`config.mk`:
```
export PLATFORM = sky130hd
export DESIGN_NAME = tlb_top
export DESIGN_NICKNAME = d
export VERILOG_FILES = /design/src/common/tlb_pkg.sv /design/src/common/tlb_lookup_if.sv /design/src/tlb/plru_tree.sv /design/src/tlb/tlb_entry_array.sv /design/src/tlb/tlb_ctrl.sv /design/src/verilog/tlb_top.sv
export SDC_FILE = /design/constraint.sdc
export NUM_CORES = 1
export LEC_CHECK = 0
export BUFFER_PORTS_ARGS = -buffer_cell sky130_fd_sc_hd__clkbuf_2
export CORE_ASPECT_RATIO = 2
export CORE_UTILIZATION = 55
export CTS_CLUSTER_DIAMETER = 100
export DETAILED_ROUTE_END_ITERATION = 10
export GPL_TIMING_DRIVEN = 0
export PLACE_DENSITY_LB_ADDON = 0.05
export SETUP_SLACK_MARGIN = 0.4
export SYNTH_ARGS = -nofsm -noshare
export SYNTH_HDL_FRONTEND = slang
export SYNTH_HIERARCHICAL = 1
export SYNTH_SLANG_ARGS = --single-unit
```
`constraint.sdc`:
```
create_clock -name clk_i -period 7.14 [get_ports clk_i]
set_clock_uncertainty 0.15 [all_clocks]
set_input_delay 0 -clock clk_i [delete_from_list [all_inputs] [get_ports clk_i]]
set_output_delay 0 -clock clk_i [all_outputs]
set_load 0.01 [all_outputs]
```
`src/common/tlb_pkg.sv`:
```
// translation cache shared definitions
`default_nettype none

package tlb_pkg;

    // page number widths
    localparam int unsigned VPN_W = 20;
    localparam int unsigned PPN_W = 20;

    // apb bus widths, only the low address bits are decoded
    localparam int unsigned ADDR_W = 4;
    localparam int unsigned DATA_W = 32;

    // register map
    localparam logic [ADDR_W-1:0] REG_VPN    = 4'h0;
    localparam logic [ADDR_W-1:0] REG_STATUS = 4'h4;
    localparam logic [ADDR_W-1:0] REG_PPN    = 4'h8;
    localparam logic [ADDR_W-1:0] REG_FILL   = 4'hC;

    // status word layout
    // hit flag on top, hit index in the low bits
    localparam int unsigned STATUS_HIT_BIT = 31;

    // true when n is a nonzero power of two
    function automatic bit is_pow2(int unsigned n);
        return (n != 0) && ((n & (n - 1)) == 0);
    endfunction

endpackage

`default_nettype wire

```
`src/common/tlb_lookup_if.sv`:
```
// lookup and fill channel
`timescale 1ns/1ps
`default_nettype none

interface tlb_lookup_if import tlb_pkg::*; #(
    parameter int unsigned ENTRIES = 8
);

    localparam int unsigned IDX_W = (ENTRIES > 1) ? $clog2(ENTRIES) : 1;

    // request side, driven by the control block
    logic             lookup_valid;
    logic [VPN_W-1:0] vpn;
    logic             fill_valid;
    logic [PPN_W-1:0] fill_ppn;

    // result side, combinational from the entry array
    logic             hit;
    logic [IDX_W-1:0] hit_index;
    logic [PPN_W-1:0] hit_ppn;

    modport ctrl (
        output lookup_valid, vpn, fill_valid, fill_ppn,
        input  hit, hit_index, hit_ppn
    );

    modport array (
        input  lookup_valid, vpn, fill_valid, fill_ppn,
        output hit, hit_index, hit_ppn
    );

endinterface

`default_nettype wire

```
`src/tlb/plru_tree.sv`:
```
// tree pseudo-LRU
`timescale 1ns/1ps
`default_nettype none

module plru_tree import tlb_pkg::*; #(
    parameter int unsigned ENTRIES = 8
) (
    input  logic               clk_i,
    input  logic               rst_ni,
    input  logic [ENTRIES-1:0] used_i,
    output logic [ENTRIES-1:0] plru_o
);

    localparam int unsigned LOG_E = (ENTRIES > 1) ? $clog2(ENTRIES) : 1;
    localparam int unsigned NODES = (ENTRIES > 1) ? ENTRIES - 1 : 1;

    // one bit per internal node, heap order
    // node 0 is the root, children of node n sit at 2n+1 and 2n+2
    // a node bit of 1 points to the upper half below it
    logic [NODES-1:0] tree_q;
    logic [NODES-1:0] tree_d;

    // node that leaf sits under at a given level
    function automatic int unsigned node_of(int unsigned leaf, int unsigned lvl);
        return (1 << lvl) - 1 + (leaf >> (LOG_E - lvl));
    endfunction

    // branch taken toward leaf at a given level
    // level 0 looks at the msb of the index
    function automatic logic dir_of(int unsigned leaf, int unsigned lvl);
        return 1'((leaf >> (LOG_E - lvl - 1)) & 1);
    endfunction

    // elaboration check on the entry count
    if (ENTRIES < 2 || !is_pow2(ENTRIES)) begin : gen_entries_check
        $error("plru_tree: ENTRIES must be a power of two of at least 2");
    end

    // on use, every node along the path turns away from the used leaf
    always_comb begin : tree_update
        tree_d = tree_q;
        for (int unsigned i = 0; i < ENTRIES; i++) begin
            if (used_i[i]) begin
                for (int unsigned lvl = 0; lvl < LOG_E; lvl++) begin
                    tree_d[node_of(i, lvl)] = ~dir_of(i, lvl);
                end
            end
        end
    end

    // victim is the one leaf whose whole path agrees with the nodes
    always_comb begin : victim_decode
        plru_o = '1;
        for (int unsigned i = 0; i < ENTRIES; i++) begin
            for (int unsigned lvl = 0; lvl < LOG_E; lvl++) begin
                if (tree_q[node_of(i, lvl)] != dir_of(i, lvl)) begin
                    plru_o[i] = 1'b0;
                end
            end
        end
    end

    // all nodes low after reset, so entry 0 is the first victim
    always_ff @(posedge clk_i or negedge rst_ni) begin
        if (!rst_ni) begin
            tree_q <= '0;
        end else begin
            tree_q <= tree_d;
        end
    end

    // at most one leaf named as victim
    plru_onehot0: assert property (@(posedge clk_i) disable iff (!rst_ni)
        $onehot0(plru_o));

endmodule

`default_nettype wire

```
`src/tlb/tlb_entry_array.sv`:
```
// translation entry array
`timescale 1ns/1ps
`default_nettype none

module tlb_entry_array import tlb_pkg::*; #(
    parameter int unsigned ENTRIES = 8
) (
    input  logic               clk_i,
    input  logic               rst_ni,
    tlb_lookup_if.array        lookup,
    input  logic [ENTRIES-1:0] victim_i,
    output logic [ENTRIES-1:0] used_o
);

    localparam int unsigned IDX_W = (ENTRIES > 1) ? $clog2(ENTRIES) : 1;

    logic [ENTRIES-1:0] valid_q;
    logic [VPN_W-1:0]   tag_q [ENTRIES];
    logic [PPN_W-1:0]   ppn_q [ENTRIES];

    logic [ENTRIES-1:0] match;
    logic [ENTRIES-1:0] free_vec;
    logic [ENTRIES-1:0] free_low;
    logic [ENTRIES-1:0] fill_sel;
    logic [IDX_W-1:0]   hit_idx;
    logic [PPN_W-1:0]   hit_ppn;

    // compare the requested vpn against every valid tag
    always_comb begin : tag_match
        for (int unsigned i = 0; i < ENTRIES; i++) begin
            match[i] = valid_q[i] && (tag_q[i] == lookup.vpn);
        end
    end

    // match is at most one-hot, so or-ing the selected fields is enough
    always_comb begin : hit_encode
        hit_idx = '0;
        hit_ppn = '0;
        for (int unsigned i = 0; i < ENTRIES; i++) begin
            if (match[i]) begin
                hit_idx = hit_idx | IDX_W'(i);
                hit_ppn = hit_ppn | ppn_q[i];
            end
        end
    end

    assign lookup.hit       = |match;
    assign lookup.hit_index = hit_idx;
    assign lookup.hit_ppn   = hit_ppn;

    // lowest free slot, isolate the lowest set bit of the invalid mask
    assign free_vec = ~valid_q;
    assign free_low = free_vec & (~free_vec + ENTRIES'(1));

    // fill target priority
    // existing entry, then lowest free slot, then plru victim
    always_comb begin : fill_target
        if (|match) begin
            fill_sel = match;
        end else if (|free_vec) begin
            fill_sel = free_low;
        end else begin
            fill_sel = victim_i;
        end
    end

    // hits and fills both count as use for the replacement tree
    assign used_o = lookup.lookup_valid ? match :
                    lookup.fill_valid   ? fill_sel : '0;

    always_ff @(posedge clk_i or negedge rst_ni) begin
        if (!rst_ni) begin
            valid_q <= '0;
        end else if (lookup.fill_valid) begin
            valid_q <= valid_q | fill_sel;
        end
    end

    // tag and translation storage
    always_ff @(posedge clk_i) begin
        if (lookup.fill_valid) begin
            for (int unsigned i = 0; i < ENTRIES; i++) begin
                if (fill_sel[i]) begin
                    tag_q[i] <= lookup.vpn;
                    ppn_q[i] <= lookup.fill_ppn;
                end
            end
        end
    end

    // fill policy never creates duplicate tags
    match_onehot0: assert property (@(posedge clk_i) disable iff (!rst_ni)
        $onehot0(match));

    used_onehot0: assert property (@(posedge clk_i) disable iff (!rst_ni)
        $onehot0(used_o));

    // once full, the tree must name exactly one victim
    victim_when_full: assert property (@(posedge clk_i) disable iff (!rst_ni)
        (&valid_q) |-> $onehot(victim_i));

endmodule

`default_nettype wire

```
`src/tlb/tlb_ctrl.sv`:
```
// apb control block
`timescale 1ns/1ps
`default_nettype none

module tlb_ctrl import tlb_pkg::*; #(
    parameter int unsigned ENTRIES = 8
) (
    input  logic              clk_i,
    input  logic              rst_ni,
    input  logic              psel_i,
    input  logic              penable_i,
    input  logic              pwrite_i,
    input  logic [ADDR_W-1:0] paddr_i,
    input  logic [DATA_W-1:0] pwdata_i,
    output logic [DATA_W-1:0] prdata_o,
    output logic              pready_o,
    output logic              pslverr_o,
    tlb_lookup_if.ctrl        lookup
);

    localparam int unsigned IDX_W = (ENTRIES > 1) ? $clog2(ENTRIES) : 1;

    logic setup, access, addr_ok;
    logic wr_access, rd_access, wr_vpn, wr_fill;
    logic lookup_q, fill_q, pslverr_q;
    logic hit_q;
    logic [IDX_W-1:0]  idx_q;
    logic [VPN_W-1:0]  vpn_q;
    logic [PPN_W-1:0]  ppn_q;
    logic [PPN_W-1:0]  fill_ppn_q;
    logic [DATA_W-1:0] status_w;

    // apb phase decode
    assign setup     = psel_i & ~penable_i;
    assign access    = psel_i & penable_i;
    assign addr_ok   = paddr_i inside {REG_VPN, REG_STATUS, REG_PPN, REG_FILL};
    assign wr_access = access & pwrite_i & addr_ok;
    assign rd_access = access & ~pwrite_i & addr_ok;
    assign wr_vpn    = wr_access && (paddr_i == REG_VPN);
    assign wr_fill   = wr_access && (paddr_i == REG_FILL);

    // no wait states
    assign pready_o  = 1'b1;
    assign pslverr_o = pslverr_q;

    always_ff @(posedge clk_i or negedge rst_ni) begin
        if (!rst_ni) begin
            lookup_q   <= 1'b0;
            fill_q     <= 1'b0;
            pslverr_q  <= 1'b0;
            vpn_q      <= '0;
            fill_ppn_q <= '0;
        end else begin
            // request pulses follow the write by one cycle
            lookup_q  <= wr_vpn;
            fill_q    <= wr_fill;
            // flagged in setup so the error lines up with the access cycle
            pslverr_q <= setup & ~addr_ok;
            if (wr_vpn) begin
                vpn_q <= pwdata_i[VPN_W-1:0];
            end
            if (wr_fill) begin
                fill_ppn_q <= pwdata_i[PPN_W-1:0];
            end
        end
    end

    // capture the array result at the end of the lookup cycle
    always_ff @(posedge clk_i or negedge rst_ni) begin
        if (!rst_ni) begin
            hit_q <= 1'b0;
            idx_q <= '0;
            ppn_q <= '0;
        end else if (lookup_q) begin
            hit_q <= lookup.hit;
            idx_q <= lookup.hit_index;
            ppn_q <= lookup.hit ? lookup.hit_ppn : '0;
        end
    end

    // fill always targets the last looked-up vpn
    assign lookup.lookup_valid = lookup_q;
    assign lookup.vpn          = vpn_q;
    assign lookup.fill_valid   = fill_q;
    assign lookup.fill_ppn     = fill_ppn_q;

    always_comb begin : status_pack
        status_w                 = '0;
        status_w[STATUS_HIT_BIT] = hit_q;
        status_w[IDX_W-1:0]      = idx_q;
    end

    // read mux, zero outside a valid read access
    always_comb begin : read_mux
        prdata_o = '0;
        if (rd_access) begin
            unique case (paddr_i)
                REG_VPN:    prdata_o = DATA_W'(vpn_q);
                REG_STATUS: prdata_o = status_w;
                REG_PPN:    prdata_o = DATA_W'(ppn_q);
                REG_FILL:   prdata_o = DATA_W'(fill_ppn_q);
                default:    prdata_o = '0;
            endcase
        end
    end

    // host must hold psel through the access phase
    penable_needs_psel: assert property (@(posedge clk_i) disable iff (!rst_ni)
        penable_i |-> psel_i);

    lookup_fill_excl: assert property (@(posedge clk_i) disable iff (!rst_ni)
        !(lookup.lookup_valid && lookup.fill_valid));

endmodule

`default_nettype wire

```
`src/verilog/tlb_top.sv`:
```
// translation cache top level
`timescale 1ns/1ps
`default_nettype none

module tlb_top import tlb_pkg::*; #(
    parameter int unsigned ENTRIES = 8
) (
    input  logic              clk_i,
    input  logic              rst_ni,
    input  logic              psel_i,
    input  logic              penable_i,
    input  logic              pwrite_i,
    input  logic [ADDR_W-1:0] paddr_i,
    input  logic [DATA_W-1:0] pwdata_i,
    output logic [DATA_W-1:0] prdata_o,
    output logic              pready_o,
    output logic              pslverr_o
);

    // used entry toward the tree, victim back to the array
    logic [ENTRIES-1:0] used;
    logic [ENTRIES-1:0] victim;

    tlb_lookup_if #(.ENTRIES(ENTRIES)) lookup_if ();

    tlb_ctrl #(.ENTRIES(ENTRIES)) tlb_ctrl_inst (
        .clk_i     (clk_i),
        .rst_ni    (rst_ni),
        .psel_i    (psel_i),
        .penable_i (penable_i),
        .pwrite_i  (pwrite_i),
        .paddr_i   (paddr_i),
        .pwdata_i  (pwdata_i),
        .prdata_o  (prdata_o),
        .pready_o  (pready_o),
        .pslverr_o (pslverr_o),
        .lookup    (lookup_if.ctrl)
    );

    tlb_entry_array #(.ENTRIES(ENTRIES)) tlb_entry_array_inst (
        .clk_i    (clk_i),
        .rst_ni   (rst_ni),
        .lookup   (lookup_if.array),
        .victim_i (victim),
        .used_o   (used)
    );

    plru_tree #(.ENTRIES(ENTRIES)) plru_tree_inst (
        .clk_i  (clk_i),
        .rst_ni (rst_ni),
        .used_i (used),
        .plru_o (victim)
    );

endmodule

`default_nettype wire

```
==> results_dict.tcl <==
set metrics [dict create \
    gr-total-overflow 0 \
    max_stage_delay_ns 0.81 \
    core-area_mm2 0.0302 \
    syn-cell-area_mm2 0.0169 \
    antenna_cells 0 \
    place_congestion 0.951 \
    synth-edff-count 320 \
    dieArea_mm2 0.0314 \
    initial_core_util_pct 55.8 \
    num_rows 90 \
    finalSetupViolations 0 \
    synth.avg_cell_area_um2 15.5 \
    path_delay_family "simple AND/OR/NAND/NOR gates" \
    clock_latency_ns 0.54 \
    grtUsageTotal_pct 30.7 \
    grt_max_degree 58 \
    avgViaCountPerCell 6.06 \
    grt_pass1_wl_um 67200 \
    ys.flop_type "edfxtp_1" \
    crit_type "flip-flop to flip-flop" \
    worstMarginPinSlew_ns 1.13 \
    peakVddDrop_v 0.000242 \
    slew-limit-headroom_pct 23.8 \
    postCtsSetupRepairBufs 0 \
    antenna_found_initial 0 \
    power_density_mw_per_mm2 260 \
    worst-path-buf-inv 4 \
    die_x_um 126 \
    htreeDepth 2 \
    holdWs_ns 0.0529 \
    rsz0062_at_grt "false" \
    ant_nets 0 \
    syn_inst 1090 \
    max_freq_mhz 197 \
    ys_seq_area_share_pct 69.2 \
    min_period_ns 5.08 \
    crit_arrival_ns 5.16 \
    via_count 9819 \
    power_w 0.00504 \
    clk_pin_slew_worst_paths_ns 0.06 \
    placed_cells 1527 \
    tns_ns 0 \
    path_max_fanout 22 \
    cap_violations 0 \
    cp.required_ns 7.22 \
    wl_per_cell_um 28.8 \
    slew_violations 0 \
    syn_to_final_growth_pct 14.9 \
    crit_slowest_cell "nor4_4" \
    hold_violations 0 \
    cts_sinks 402 \
    synth-seq-cells 402 \
    hp-class "primary input to flip-flop" \
    timing.final.crit_share_pct 71.1 \
    dp_hpwl_um 32000 \
    drt-initial-drc-count 661 \
    firstDrtPassIters 5 \
    post_synth_num_cell_types 53 \
    fin_cells 1620 \
    drive_gt1_share_pct 22.0 \
    drc 0 \
    cts_buffer_depth 3 \
    crit_path_end_kind "flip-flop" \
    yosysWarnings 6 \
    nNetsFinal 1267 \
    synth-async-reset-ratio_pct 20.4 \
    p_leak_nw 7.22 \
    io_buffers 49 \
    worstSetupStartpointType "flip-flop" \
    routed_wirelength_um 46600 \
    status "complete, no violations" \
    die_y_um 250 \
    tritoncts "yes" \
    grt_pass1_vias 10100 \
    cts_buffers 35 \
    worstPathCellList "buf_2 > xor2_1 > nor4_1 > nand3_1 > nor4_4 > buf_4 > buf_6 > nand2_1 > nand2_2 > buf_12" \
    cts.root.buffer_cell "clkbuf_16" \
    ios 75 \
]
-- layer usage --
metal	global-route usage (%)	share of wire (%)	wire [um]
met2	57.5	55	25900
met5	0	0	0
met3	3.13	3.7	1720
met4	18.6	6.8	3150
met1	32.8	34	15900
-- layout make-up --
cell class,count,area [um2]
Timing Repair Buffer,89,781
Fill cell,2246,10800
Sequential cell,402,11700
Clock inverter,10,97.6
Multi-Input combinational cell,601,4650
Buffer,71,532
Tap cell,368,460
Clock buffer,53,1090
Inverter,26,97.6
-- Yosys cell counts (all sizes together), types with 25 or more instances --
cell type	instances	area share, %
buf	64	3.0
nor2	38	0.85
edfxtp	320	57
a22oi	54	2.6
nand4	25	0.93
mux2	60	4.1
nor4	30	1.9
inv	26	0.58
nand2	39	0.87
o21ai	33	1.1
dfrtp	82	12
xor2	88	4.6
nand3	51	1.7
xnor2	72	3.7
-- per-stage QoR --
step	setup WS, ns	area (um2)	util [%]
after floorplan	1.90	16900	-
after global placement	-1.84	17600	58.3
after detailed placement	2.02	17900	59.2
after CTS	2.02	19400	64.2
after global routing	2.08	19400	64.2
final	2.06	19400	64.2
-- tightest hold or removal path, cell delays in order --
cell and delay (ns):
clkbuf_2 0.16, and4bb_2 0.28, nand3_2 0.11, mux2_2 0.16
-- cells by family (layout without fill, tap and decap cells) --
kind of cell	Yosys count	in the layout	synth area share (%)
mux	64	64	4.29
compound gates	146	146	6.68
buf+inv	97	249	3.73
xor+xnor	160	160	8.31
flops	402	402	69.2
simple gates	219	219	7.74
other cells	2	12	0.0446
-- where the power goes --
group / switching, W / internal (W) / leakage, nW
Sequential: 0.000123 / 0.00262 / 4.05
Clock: 0.000828 / 0.00113 / 0.589
Combinational: 0.000189 / 0.000153 / 2.59
-- path summary, 6_finish.rpt --
kind / depth (start not counted) / end / from / slack (ns)
min in group asynchronous: 4 / tlb_ctrl_inst/lookup.fill_ppn[3] / rst_ni / 0.44
worst max-delay path: 10 / tlb_entry_array_inst/ppn_q[1][76] / tlb_ctrl_inst/lookup.vpn[13] / 2.06
max in group asynchronous: 4 / tlb_ctrl_inst/lookup.vpn[17] / rst_ni / 6.05
worst min register to register: 1 / tlb_ctrl_inst/idx_q[2] / tlb_ctrl_inst/idx_q[2] / 0.36
worst min-delay path: 4 / tlb_ctrl_inst/lookup.fill_ppn[18] / paddr_i[1] / 0.05
worst max register to register: 10 / tlb_entry_array_inst/ppn_q[1][76] / tlb_ctrl_inst/lookup.vpn[13] / 2.06
-- sequential cells by signal, indices dropped and copies added (netlist names) --
signal and cells:
plru_tree_inst/tree_q 7, tlb_ctrl_inst/hit_q 1, tlb_ctrl_inst/idx_q 3, tlb_ctrl_inst/lookup.fill_ppn 20, tlb_ctrl_inst/lookup.fill_valid 1, tlb_ctrl_inst/lookup.lookup_valid 1
tlb_ctrl_inst/lookup.vpn 20, tlb_ctrl_inst/ppn_q 20, tlb_ctrl_inst/pslverr_o 1, tlb_entry_array_inst/ppn_q 160, tlb_entry_array_inst/tag_q 160, tlb_entry_array_inst/valid_q 8
-- placed cells by master, fill, tap and decap left out, types with 14 or more instances in the layout --
master | synthesis | routed
nand2_1 | 39 | 35
clkbuf_2 | 0 | 48
a22o_1 | 22 | 22
buf_6 | 17 | 17
a221oi_1 | 20 | 20
dfrtp_1 | 82 | 82
nor2_1 | 38 | 38
buf_2 | 16 | 16
clkbuf_16 | 0 | 38
mux2_2 | 58 | 58
clkbuf_1 | 7 | 14
inv_1 | 26 | 26
xor2_1 | 88 | 88
edfxtp_1 | 320 | 320
nor4_1 | 20 | 20
o21ai_0 | 26 | 23
a22oi_1 | 46 | 46
buf_4 | 27 | 27
xnor2_1 | 72 | 72
nand3_1 | 46 | 46
dlygate4sd3_1 | 0 | 29
nand4_1 | 25 | 25
-- timing repair --
| item | CTS | global route |
|---|---|---|
| resized for setup | 0 | 0 |
| endpoints found under the hold margin | 125 | 0 |
| hold buffers | 30 | 0 |
Power figures use the tool's default switching activity.
